==> src/portalPkg.sv <==
package portalPkg;

  localparam int DataWidth = 32;
  localparam int IdWidth = 6;
  localparam int LenWidth = 4;       // Beats per burst is len plus one
  localparam int OffsetWidth = 5;
  localparam int RegionLsb = 5;
  localparam int RegionWidth = 7;    // All zero selects the control region
  localparam int PortalSelLsb = 12;
  localparam int NumPortals = 2;
  localparam int PortalSelWidth = (NumPortals > 1) ? $clog2(NumPortals) : 1;
  localparam int AddrWidth = 32;
  localparam int QueueDepth = 8;
  localparam int PortalIdBase = 5;
  localparam int NumTiles = 1;
  localparam logic [DataWidth-1:0] FillerWord = 32'h005A05A0;

  typedef logic [DataWidth-1:0] wordT;
  typedef logic [IdWidth-1:0] beatIdT;
  typedef logic [LenWidth-1:0] burstLenT;
  typedef logic [OffsetWidth-1:0] wordOffsetT;
  typedef logic [PortalSelWidth-1:0] portalIdxT;

  // Control word offsets inside a portal window
  typedef enum logic [OffsetWidth-1:0] {
    intStatus   = 5'h00,
    intEnable   = 5'h04,
    numTiles    = 5'h08,
    queueStatus = 5'h0C,
    portalId    = 5'h10,
    numPortals  = 5'h14
  } ctrlRegE;

  typedef enum logic [1:0] {
    idle,
    readBurst,
    writeBurst
  } schedStateE;

endpackage

==> src/portalBeatIf.sv <==
`timescale 1ns/1ns

interface portalBeatIf;
  import portalPkg::*;

  logic beatValid;
  logic beatWrite;
  logic beatCtrl;      // Control region
  wordOffsetT beatOffset;
  wordT beatData;
  beatIdT beatId;
  logic beatLast;
  logic beatReady;
  wordT readData;      // Valid in the transfer cycle of a read beat

  modport issue (output beatValid, beatWrite, beatCtrl, beatOffset, beatData, beatId, beatLast,
                 input beatReady);

  modport serve (input beatValid, beatWrite, beatCtrl, beatOffset, beatData,
                 output beatReady, readData);

  modport observe (input beatValid, beatReady, beatWrite, beatLast, beatId, readData);

endinterface

==> src/beatScheduler.sv <==
`timescale 1ns/1ns

module beatScheduler (
  input  logic CLK,
  input  logic RST_N,
  input  logic arValid,
  output logic arReady,
  input  logic [portalPkg::AddrWidth-1:0] arAddr,
  input  portalPkg::burstLenT arLen,
  input  portalPkg::beatIdT arId,
  input  logic awValid,
  output logic awReady,
  input  logic [portalPkg::AddrWidth-1:0] awAddr,
  input  portalPkg::burstLenT awLen,
  input  portalPkg::beatIdT awId,
  input  logic wValid,
  output logic wReady,
  input  portalPkg::wordT wData,
  input  logic readRoom,
  input  logic writeRoom,
  portalBeatIf.issue beat [portalPkg::NumPortals]
);
  import portalPkg::*;

  schedStateE state;
  wordOffsetT offset;
  burstLenT beatsLeft;
  beatIdT burstId;
  portalIdxT portalSel;
  logic ctrlRegion;

  logic [AddrWidth-1:0] startAddr;
  logic [NumPortals-1:0] readyVec;
  logic takeWrite;
  logic takeRead;
  logic lastBeat;
  logic issueValid;
  logic issueFire;

  assign awReady = (state == idle);
  assign arReady = (state == idle) && !awValid;  // Write address wins a tie
  assign takeWrite = (state == idle) && awValid;
  assign takeRead = (state == idle) && !awValid && arValid;
  assign startAddr = awValid ? awAddr : arAddr;

  assign lastBeat = (beatsLeft == '0);

  // Issue only when the collector can take the result
  always_comb begin
    case (state)
      readBurst:  issueValid = readRoom;
      writeBurst: issueValid = wValid && (!lastBeat || writeRoom);
      default:    issueValid = 1'b0;
    endcase
  end

  assign issueFire = issueValid && readyVec[portalSel];
  assign wReady = (state == writeBurst) && readyVec[portalSel] && (!lastBeat || writeRoom);

  for (genvar g = 0; g < NumPortals; g++) begin : gIssue
    assign beat[g].beatValid = issueValid && (portalSel == portalIdxT'(g));
    assign beat[g].beatWrite = (state == writeBurst);
    assign beat[g].beatCtrl = ctrlRegion;
    assign beat[g].beatOffset = offset;
    assign beat[g].beatData = wData;
    assign beat[g].beatId = burstId;
    assign beat[g].beatLast = lastBeat;
    assign readyVec[g] = beat[g].beatReady;
  end

  always_ff @(posedge CLK) begin
    if (!RST_N) begin
      state <= idle;
    end else begin
      case (state)
        idle: begin
          if (takeWrite) begin
            state <= writeBurst;
          end else if (takeRead) begin
            state <= readBurst;
          end
        end
        default: begin
          if (issueFire && lastBeat) begin
            state <= idle;  // Next burst may start one cycle later
          end
        end
      endcase
    end
  end

  // Burst context, loaded before any beat is issued
  always_ff @(posedge CLK) begin
    if (takeWrite || takeRead) begin
      offset <= startAddr[OffsetWidth-1:0];
      ctrlRegion <= (startAddr[RegionLsb +: RegionWidth] == '0);
      portalSel <= startAddr[PortalSelLsb +: PortalSelWidth];
      beatsLeft <= awValid ? awLen : arLen;
      burstId <= awValid ? awId : arId;
    end else if (issueFire) begin
      offset <= offset + wordOffsetT'(4);  // Wraps inside the window
      beatsLeft <= beatsLeft - 1'b1;
    end
  end

endmodule

==> src/mailboxPortal.sv <==
`timescale 1ns/1ns

module mailboxPortal #(
  parameter int portalIndex = 0
) (
  input  logic CLK,
  input  logic RST_N,
  portalBeatIf.serve beat,
  output logic intRequest
);
  import portalPkg::*;

  wordT queueMem [QueueDepth];
  logic [$clog2(QueueDepth)-1:0] head;
  logic [$clog2(QueueDepth)-1:0] tail;
  logic [$clog2(QueueDepth+1)-1:0] count;
  logic irqEnable;

  logic queueEmpty;
  logic queueFull;
  logic enqueue;
  logic dequeue;
  logic beatFire;

  assign queueEmpty = (count == '0);
  assign queueFull = (int'(count) == QueueDepth);

  // User region only
  assign enqueue = !beat.beatCtrl && beat.beatWrite;
  assign dequeue = !beat.beatCtrl && !beat.beatWrite && (beat.beatOffset == '0);

  assign beat.beatReady = !((enqueue && queueFull) || (dequeue && queueEmpty));
  assign beatFire = beat.beatValid && beat.beatReady;

  assign intRequest = !queueEmpty && irqEnable;

  always_comb begin
    if (beat.beatCtrl) begin
      case (beat.beatOffset)
        intStatus:   beat.readData = wordT'(!queueEmpty);
        intEnable:   beat.readData = wordT'(irqEnable);
        numTiles:    beat.readData = wordT'(NumTiles);
        queueStatus: beat.readData = wordT'(count);
        portalId:    beat.readData = wordT'(PortalIdBase + portalIndex);
        numPortals:  beat.readData = wordT'(NumPortals);
        default:     beat.readData = FillerWord;
      endcase
    end else begin
      case (beat.beatOffset)
        5'h00:   beat.readData = queueMem[head];    // Head of mailbox
        5'h04:   beat.readData = wordT'(!queueFull);
        default: beat.readData = '0;
      endcase
    end
  end

  always_ff @(posedge CLK) begin
    if (!RST_N) begin
      head <= '0;
      tail <= '0;
      count <= '0;
      irqEnable <= 1'b0;
    end else if (beatFire) begin
      if (enqueue) begin
        tail <= (int'(tail) == QueueDepth - 1) ? '0 : tail + 1'b1;
        count <= count + 1'b1;
      end
      if (dequeue) begin
        head <= (int'(head) == QueueDepth - 1) ? '0 : head + 1'b1;
        count <= count - 1'b1;
      end
      if (beat.beatCtrl && beat.beatWrite && (beat.beatOffset == intEnable)) begin
        irqEnable <= beat.beatData[0];
      end
    end
  end

  always_ff @(posedge CLK) begin
    if (beatFire && enqueue) begin
      queueMem[tail] <= beat.beatData;
    end
  end

endmodule

==> src/responseCollector.sv <==
`timescale 1ns/1ns

module responseCollector (
  input  logic CLK,
  input  logic RST_N,
  input  logic rReady,
  input  logic bReady,
  portalBeatIf.observe beat [portalPkg::NumPortals],
  output logic rValid,
  output portalPkg::wordT rData,
  output portalPkg::beatIdT rId,
  output logic bValid,
  output portalPkg::beatIdT bId,
  output logic readRoom,
  output logic writeRoom
);
  import portalPkg::*;

  logic [NumPortals-1:0] readXfer;
  logic [NumPortals-1:0] doneXfer;
  wordT [NumPortals-1:0] dataVec;
  beatIdT [NumPortals-1:0] idVec;

  wordT pushData;
  beatIdT pushId;
  beatIdT doneId;
  logic push;
  logic pop;

  // Two-entry read data FIFO
  wordT fifoData [2];
  beatIdT fifoId [2];
  logic wrPtr;
  logic rdPtr;
  logic [1:0] fill;

  for (genvar g = 0; g < NumPortals; g++) begin : gObserve
    assign readXfer[g] = beat[g].beatValid && beat[g].beatReady && !beat[g].beatWrite;
    assign doneXfer[g] = beat[g].beatValid && beat[g].beatReady && beat[g].beatWrite
                         && beat[g].beatLast;
    assign dataVec[g] = beat[g].readData;
    assign idVec[g] = beat[g].beatId;
  end

  // At most one portal moves a beat per cycle
  always_comb begin
    pushData = '0;
    pushId = '0;
    doneId = '0;
    for (int i = 0; i < NumPortals; i++) begin
      if (readXfer[i]) begin
        pushData = dataVec[i];
        pushId = idVec[i];
      end
      if (doneXfer[i]) begin
        doneId = idVec[i];
      end
    end
  end

  assign push = |readXfer;
  assign pop = rValid && rReady;

  assign rValid = (fill != 2'd0);
  assign rData = fifoData[rdPtr];
  assign rId = fifoId[rdPtr];
  assign readRoom = (fill != 2'd2);
  assign writeRoom = !bValid;

  always_ff @(posedge CLK) begin
    if (!RST_N) begin
      wrPtr <= 1'b0;
      rdPtr <= 1'b0;
      fill <= 2'd0;
      bValid <= 1'b0;
    end else begin
      if (push) wrPtr <= !wrPtr;
      if (pop) rdPtr <= !rdPtr;
      fill <= fill + {1'b0, push} - {1'b0, pop};
      if (|doneXfer) begin
        bValid <= 1'b1;
      end else if (bReady) begin
        bValid <= 1'b0;
      end
    end
  end

  always_ff @(posedge CLK) begin
    if (push) begin
      fifoData[wrPtr] <= pushData;
      fifoId[wrPtr] <= pushId;
    end
    if (|doneXfer) bId <= doneId;  // Held until bReady
  end

endmodule

==> src/portalBridgeTop.sv <==
`timescale 1ns/1ns

module portalBridgeTop (
  input  logic CLK,
  input  logic RST_N,
  input  logic arValid,
  output logic arReady,
  input  logic [portalPkg::AddrWidth-1:0] arAddr,
  input  portalPkg::burstLenT arLen,
  input  portalPkg::beatIdT arId,
  output logic rValid,
  input  logic rReady,
  output portalPkg::wordT rData,
  output portalPkg::beatIdT rId,
  input  logic awValid,
  output logic awReady,
  input  logic [portalPkg::AddrWidth-1:0] awAddr,
  input  portalPkg::burstLenT awLen,
  input  portalPkg::beatIdT awId,
  input  logic wValid,
  output logic wReady,
  input  portalPkg::wordT wData,
  output logic bValid,
  input  logic bReady,
  output portalPkg::beatIdT bId,
  output logic interrupt
);
  import portalPkg::*;

  logic readRoom;
  logic writeRoom;
  logic [NumPortals-1:0] portalIrq;

  portalBeatIf beatBus [NumPortals] ();

  beatScheduler scheduler (
    .CLK(CLK), .RST_N(RST_N),
    .arValid(arValid), .arReady(arReady), .arAddr(arAddr), .arLen(arLen), .arId(arId),
    .awValid(awValid), .awReady(awReady), .awAddr(awAddr), .awLen(awLen), .awId(awId),
    .wValid(wValid), .wReady(wReady), .wData(wData),
    .readRoom(readRoom), .writeRoom(writeRoom),
    .beat(beatBus)
  );

  for (genvar g = 0; g < NumPortals; g++) begin : gPortal
    mailboxPortal #(.portalIndex(g)) portal (
      .CLK(CLK), .RST_N(RST_N),
      .beat(beatBus[g]),
      .intRequest(portalIrq[g])
    );
  end

  responseCollector collector (
    .CLK(CLK), .RST_N(RST_N),
    .rReady(rReady), .bReady(bReady),
    .beat(beatBus),
    .rValid(rValid), .rData(rData), .rId(rId),
    .bValid(bValid), .bId(bId),
    .readRoom(readRoom), .writeRoom(writeRoom)
  );

  assign interrupt = |portalIrq;

endmodule

==> config.mk <==
export PLATFORM = sky130hd
export DESIGN_NAME = portalBridgeTop
export DESIGN_NICKNAME = d
export VERILOG_FILES = /design/src/portalPkg.sv /design/src/portalBeatIf.sv /design/src/beatScheduler.sv /design/src/mailboxPortal.sv /design/src/responseCollector.sv /design/src/portalBridgeTop.sv
export SDC_FILE = /design/constraint.sdc
export NUM_CORES = 1
export LEC_CHECK = 0
export ABC_CLOCK_PERIOD_IN_PS = 7100
export BUFFER_PORTS_ARGS = -buffer_cell sky130_fd_sc_hd__buf_2
export CORE_UTILIZATION = 25
export CTS_CLUSTER_DIAMETER = 120
export DETAILED_ROUTE_END_ITERATION = 12
export HOLD_SLACK_MARGIN = 0.03
export PLACE_DENSITY = 0.38
export SLEW_MARGIN = 20
export SYNTH_ARGS = -nofsm -noshare
export SYNTH_HDL_FRONTEND = slang
export SYNTH_SLANG_ARGS = --single-unit
==> constraint.sdc <==
create_clock -name CLK -period 7.1 [get_ports CLK]
set_clock_uncertainty 0.15 [all_clocks]
set_input_delay 0 -clock CLK [delete_from_list [all_inputs] [get_ports CLK]]
set_output_delay 0 -clock CLK [all_outputs]
set_load 0.03 [all_outputs]
==> summary.txt <==
Run status
  • Status: completed

Global route
  • Number of global-route vias before repair: 13,700
  • GRT Overall Usage: 0.125
  • Antenna violations before repair: 3
  • Grt total ovfl: 0
  • Largest net degree at the start of global routing: 65
  • First-pass GRT wire length: roughly 94 mm

Floorplanning
  • Die Y: 323 um
  • Starting Density: 0.252
  • Die Span X: ~320 um
  • Num ports: 173
  • Die Area: 104,000 sq um
  • Core area: around 100,000 sq um
  • Site row count: 117

Synthesis
  • Compound-Gate Fraction of Synth Area: 0.0309
  • Number of flops mapped to enable cells by yosys: 611
  • Synth warn: 0
  • Syn Nets: around 1,400
  • Adder-Cell Fraction of Synth Area: 0.0123
  • Mapped Cells: 1,285
  • Register bit total from synthesis: ~650
  • Mux cell area share after synthesis: 0.163
  • Main combinational cell family by area after synthesis: multiplexers
  • Simple-gate share of the synthesized area: 0.0321
  • Register area share after synthesis: 0.742
  • Prevailing post-synth register cell: edfxtp_1
  • Mapped cell area: 25,700 sq um
  • Syn Area/Cell: ~20 sq um
  • Xor/xnor share of the synthesized area: 0.00443
  • Synth cell types: 63
  • Post-synthesis async set-or-reset flop share: 0

Timing
  • Relative slew slack: 0.344
  • Setup violations, final: 0
  • Final hold slack: between 0.08 and 0.09 ns
  • Slew Limit Fails: 0
  • Max Clk Rate: 275 MHz
  • Final Hold Violating Endpoints: 0
  • Worst-Margin Slew: between 0.9 and 1 ns
  • RSZ-0062 raised after global routing: false
  • TNS Setup: 0 ns
  • Fin crit share: 0.513
  • Final worst path period need: about 3.6 ns

Pwr
  • Tot Pwr: about 8.4 mW
  • Power density over the cells: ~270 nW/um^2
  • Peak supply drop: approximately 190 uV
  • Leak pwr: about 10 nW

Worst setup path
  • Worst path most repeated cell: buf_4
  • WP data arrival: around 3.8 ns
  • Reg-to-reg slack, setup: ~3.5 ns
  • Reg2reg end: collector.fifoData[0][12]$_DFFE_PP_
  • Worst path top cell family by delay: simple AND/OR/NAND/NOR gates
  • Critical path launch point type: flop
  • CP Class: reg2reg
  • R2R Path Start: scheduler.beat[0].beatOffset[2]$_DFFE_PP_
  • Setup crit start: scheduler.beat[0].beatOffset[2]$_DFFE_PP_
  • Worst path slowest cell: nor2b_4
  • CP max stage delay: 0.77 ns
  • CP endpoint kind: flop
  • Worst Path Required: between 7 and 8 ns
  • Cells along the critical path: inv_1 -> ha_1 -> nor4b_1 -> a22oi_1 -> o21ai_1 -> buf_4 -> a21oi_2 -> nor2b_4 -> buf_4
  • WP buf/inv: 3
  • Worst-path fanout max: 20
  • Worst reg2reg path depth: 9

Clock network
  • Reg clk slew, reported paths: about 0.060 ns
  • CTS Hold Bufs: 75
  • Clock sinks: approximately 650
  • CTS tree: yes
  • Num CTS Buffers: 76
  • CTS root buffer: clkbuf_16
  • Later-pin clock latency in the skew report: between 0.6 and 0.7 ns
  • Post-cts resize count: 0
  • CTS Buffer Depth: 3
  • Post-CTS setup buffer count: 0
  • H-tree depth: 3

Final layout
  • Multi-input gate area: ~6300 sq um
  • Most frequent cells in the layout: edfxtp_1 (611), buf_2 (134), mux4_2 (128)
  • Antenna cells: 0
  • Total of fill cells in the finished design: roughly 9,900
  • Syn-to-layout area delta: 22.1%
  • # nets final: 1,688
  • Share of layout cells above drive strength 1: 0.307
  • Register Area: ~19,000 sq um
  • Commonest non-fill, non-tap cell in the layout: edfxtp_1

Route
  • Post-DRT Antenna Nets: 0
  • Routed wire per std cell: about 22 um
  • Routed vias/inst: roughly 4.3
  • Residual DRC: 0
  • Vias: roughly 13,000
  • Detailed Routing Iterations Pass 1: 5
  • Total wire length: about 65 mm
  • DR iter-0 viols: a little under 1,000

Hold path
  • Hold WC Path Type: in2reg
  • Hold endpoint: collector.fill[0]$_SDFF_PN0_
  • Hold path start: RST_N
  • Hold path depth: 3

Placement
  • Gpl congestion: 0.728
  • Buffers added on ports: approximately 130
  • DP HPWL: between 30 and 40 mm

Flow run
  • Max-cap violations: 0
[routing by layer]
| layer | vias up | track usage | share of wire |
|---|---|---|---|
| li1 | 5759 | - | - |
| met1 | 6780 | 0.175 | 0.48 |
| met2 | 261 | 0.200 | 0.46 |
| met3 | 102 | 0.0203 | 0.038 |
| met4 | 6 | 0.0382 | 0.022 |
| met5 | - | 0 | 0.00059 |
[power breakdown]
part / switching (mW) / total [mW] / internal, mW / leakage, nW
logic: 0.169 / 0.281 / 0.112 / 2.87
clock network: 1.54 / 3.87 / 2.33 / 1.21
registers: 0.0266 / 4.22 / 4.19 / 5.99
total: 1.74 / 8.37 / 6.63 / 10.1
[through the flow]
| stage | utilization | worst slack [ns] | area, sq um | instances |
|---|---|---|---|---|
| after detailed placement | 0.276 | 3.34 | 28100 | 2755 |
| after global routing | 0.308 | 3.12 | 31400 | 2969 |
| final | 0.308 | 3.46 | 31400 | 2969 |
| after global placement | 0.276 | 3.39 | 28100 | 2755 |
| after floorplan | - | 1.52 | 25700 | 1285 |
| after CTS | 0.308 | 3.31 | 31300 | 2968 |
[registers in the layout, indices dropped and copies added (netlist names), 4 cells and up, named ones only]
signal / count
collector.bId: 6
collector.fifoData: 64
collector.fifoId: 12
gPortal.portal.count: 8
gPortal.portal.head: 6
gPortal.portal.queueMem: 512
gPortal.portal.tail: 6
scheduler.beat.beatId: 6
scheduler.beat.beatOffset: 5
scheduler.beatsLeft: 4
[cell type report]
class,count,share of cell area
clock buffers,97,0.0651
clock inverters,41,0.0137
inverters,17,0.00203
multi-input cells,555,0.202
flip-flops and latches,647,0.608
well taps,1368,0.0546
repair buffers,244,0.0541
[tightest hold or removal path, delay by kind of cell]
| kind | cells | cell delay [ns] |
|---|---|---|
| buf+inv | 2 | 0.68 |
| simple gates | 1 | 0.13 |
[cells in the mapped netlist, types with 5 or more instances]
| master | n | share of area |
|---|---|---|
| a21oi_1 | 19 | 0.0037 |
| o22ai_1 | 24 | 0.0058 |
| dfxtp_1 | 36 | 0.028 |
| mux2i_1 | 79 | 0.031 |
| nand2b_1 | 10 | 0.0024 |
| nand2_1 | 32 | 0.0047 |
| mux2_2 | 45 | 0.020 |
| o21ai_0 | 21 | 0.0041 |
| a211oi_1 | 5 | 0.0015 |
| buf_2 | 27 | 0.0053 |
| clkbuf_1 | 23 | 0.0034 |
| nor2b_1 | 8 | 0.0019 |
| or3_1 | 8 | 0.0019 |
| nor4_1 | 5 | 0.0012 |
| inv_1 | 16 | 0.0023 |
| and2_1 | 14 | 0.0034 |
| edfxtp_1 | 611 | 0.71 |
| mux4_2 | 128 | 0.11 |
| nor3_1 | 10 | 0.0019 |
| xnor2_1 | 9 | 0.0031 |
| o22a_1 | 11 | 0.0038 |
| nor2_1 | 41 | 0.0060 |
| buf_1 | 8 | 0.0012 |
| ha_1 | 22 | 0.011 |
[cell families after synthesis]
| group | count (synthesis) |
|---|---|
| XOR/XNOR | 13 |
| buffers and inverters | 83 |
| multiplexers | 252 |
| AO/OA/AOI/OAI | 112 |
| flip-flops | 647 |
| adder cells (fa/ha/maj) | 24 |
| AND/OR/NAND/NOR | 154 |
[worst max path at each step]
stage	end	slack, ns	cells past startpoint
5_1_grt	collector.fifoData[0][12]$_DFFE_PP_	3.12	9
3_5_place_dp	collector.fifoData[0][13]$_DFFE_PP_	3.34	9
6_report	collector.fifoData[0][12]$_DFFE_PP_	3.46	9
2_1_floorplan	gPortal[0].portal.queueMem[4][0]$_DFFE_PP_	1.52	10
3_3_place_gp	collector.fifoData[0][12]$_DFFE_PP_	3.39	9
4_1_cts	collector.fifoData[0][12]$_DFFE_PP_	3.31	9
Power figures use the tool's default switching activity.
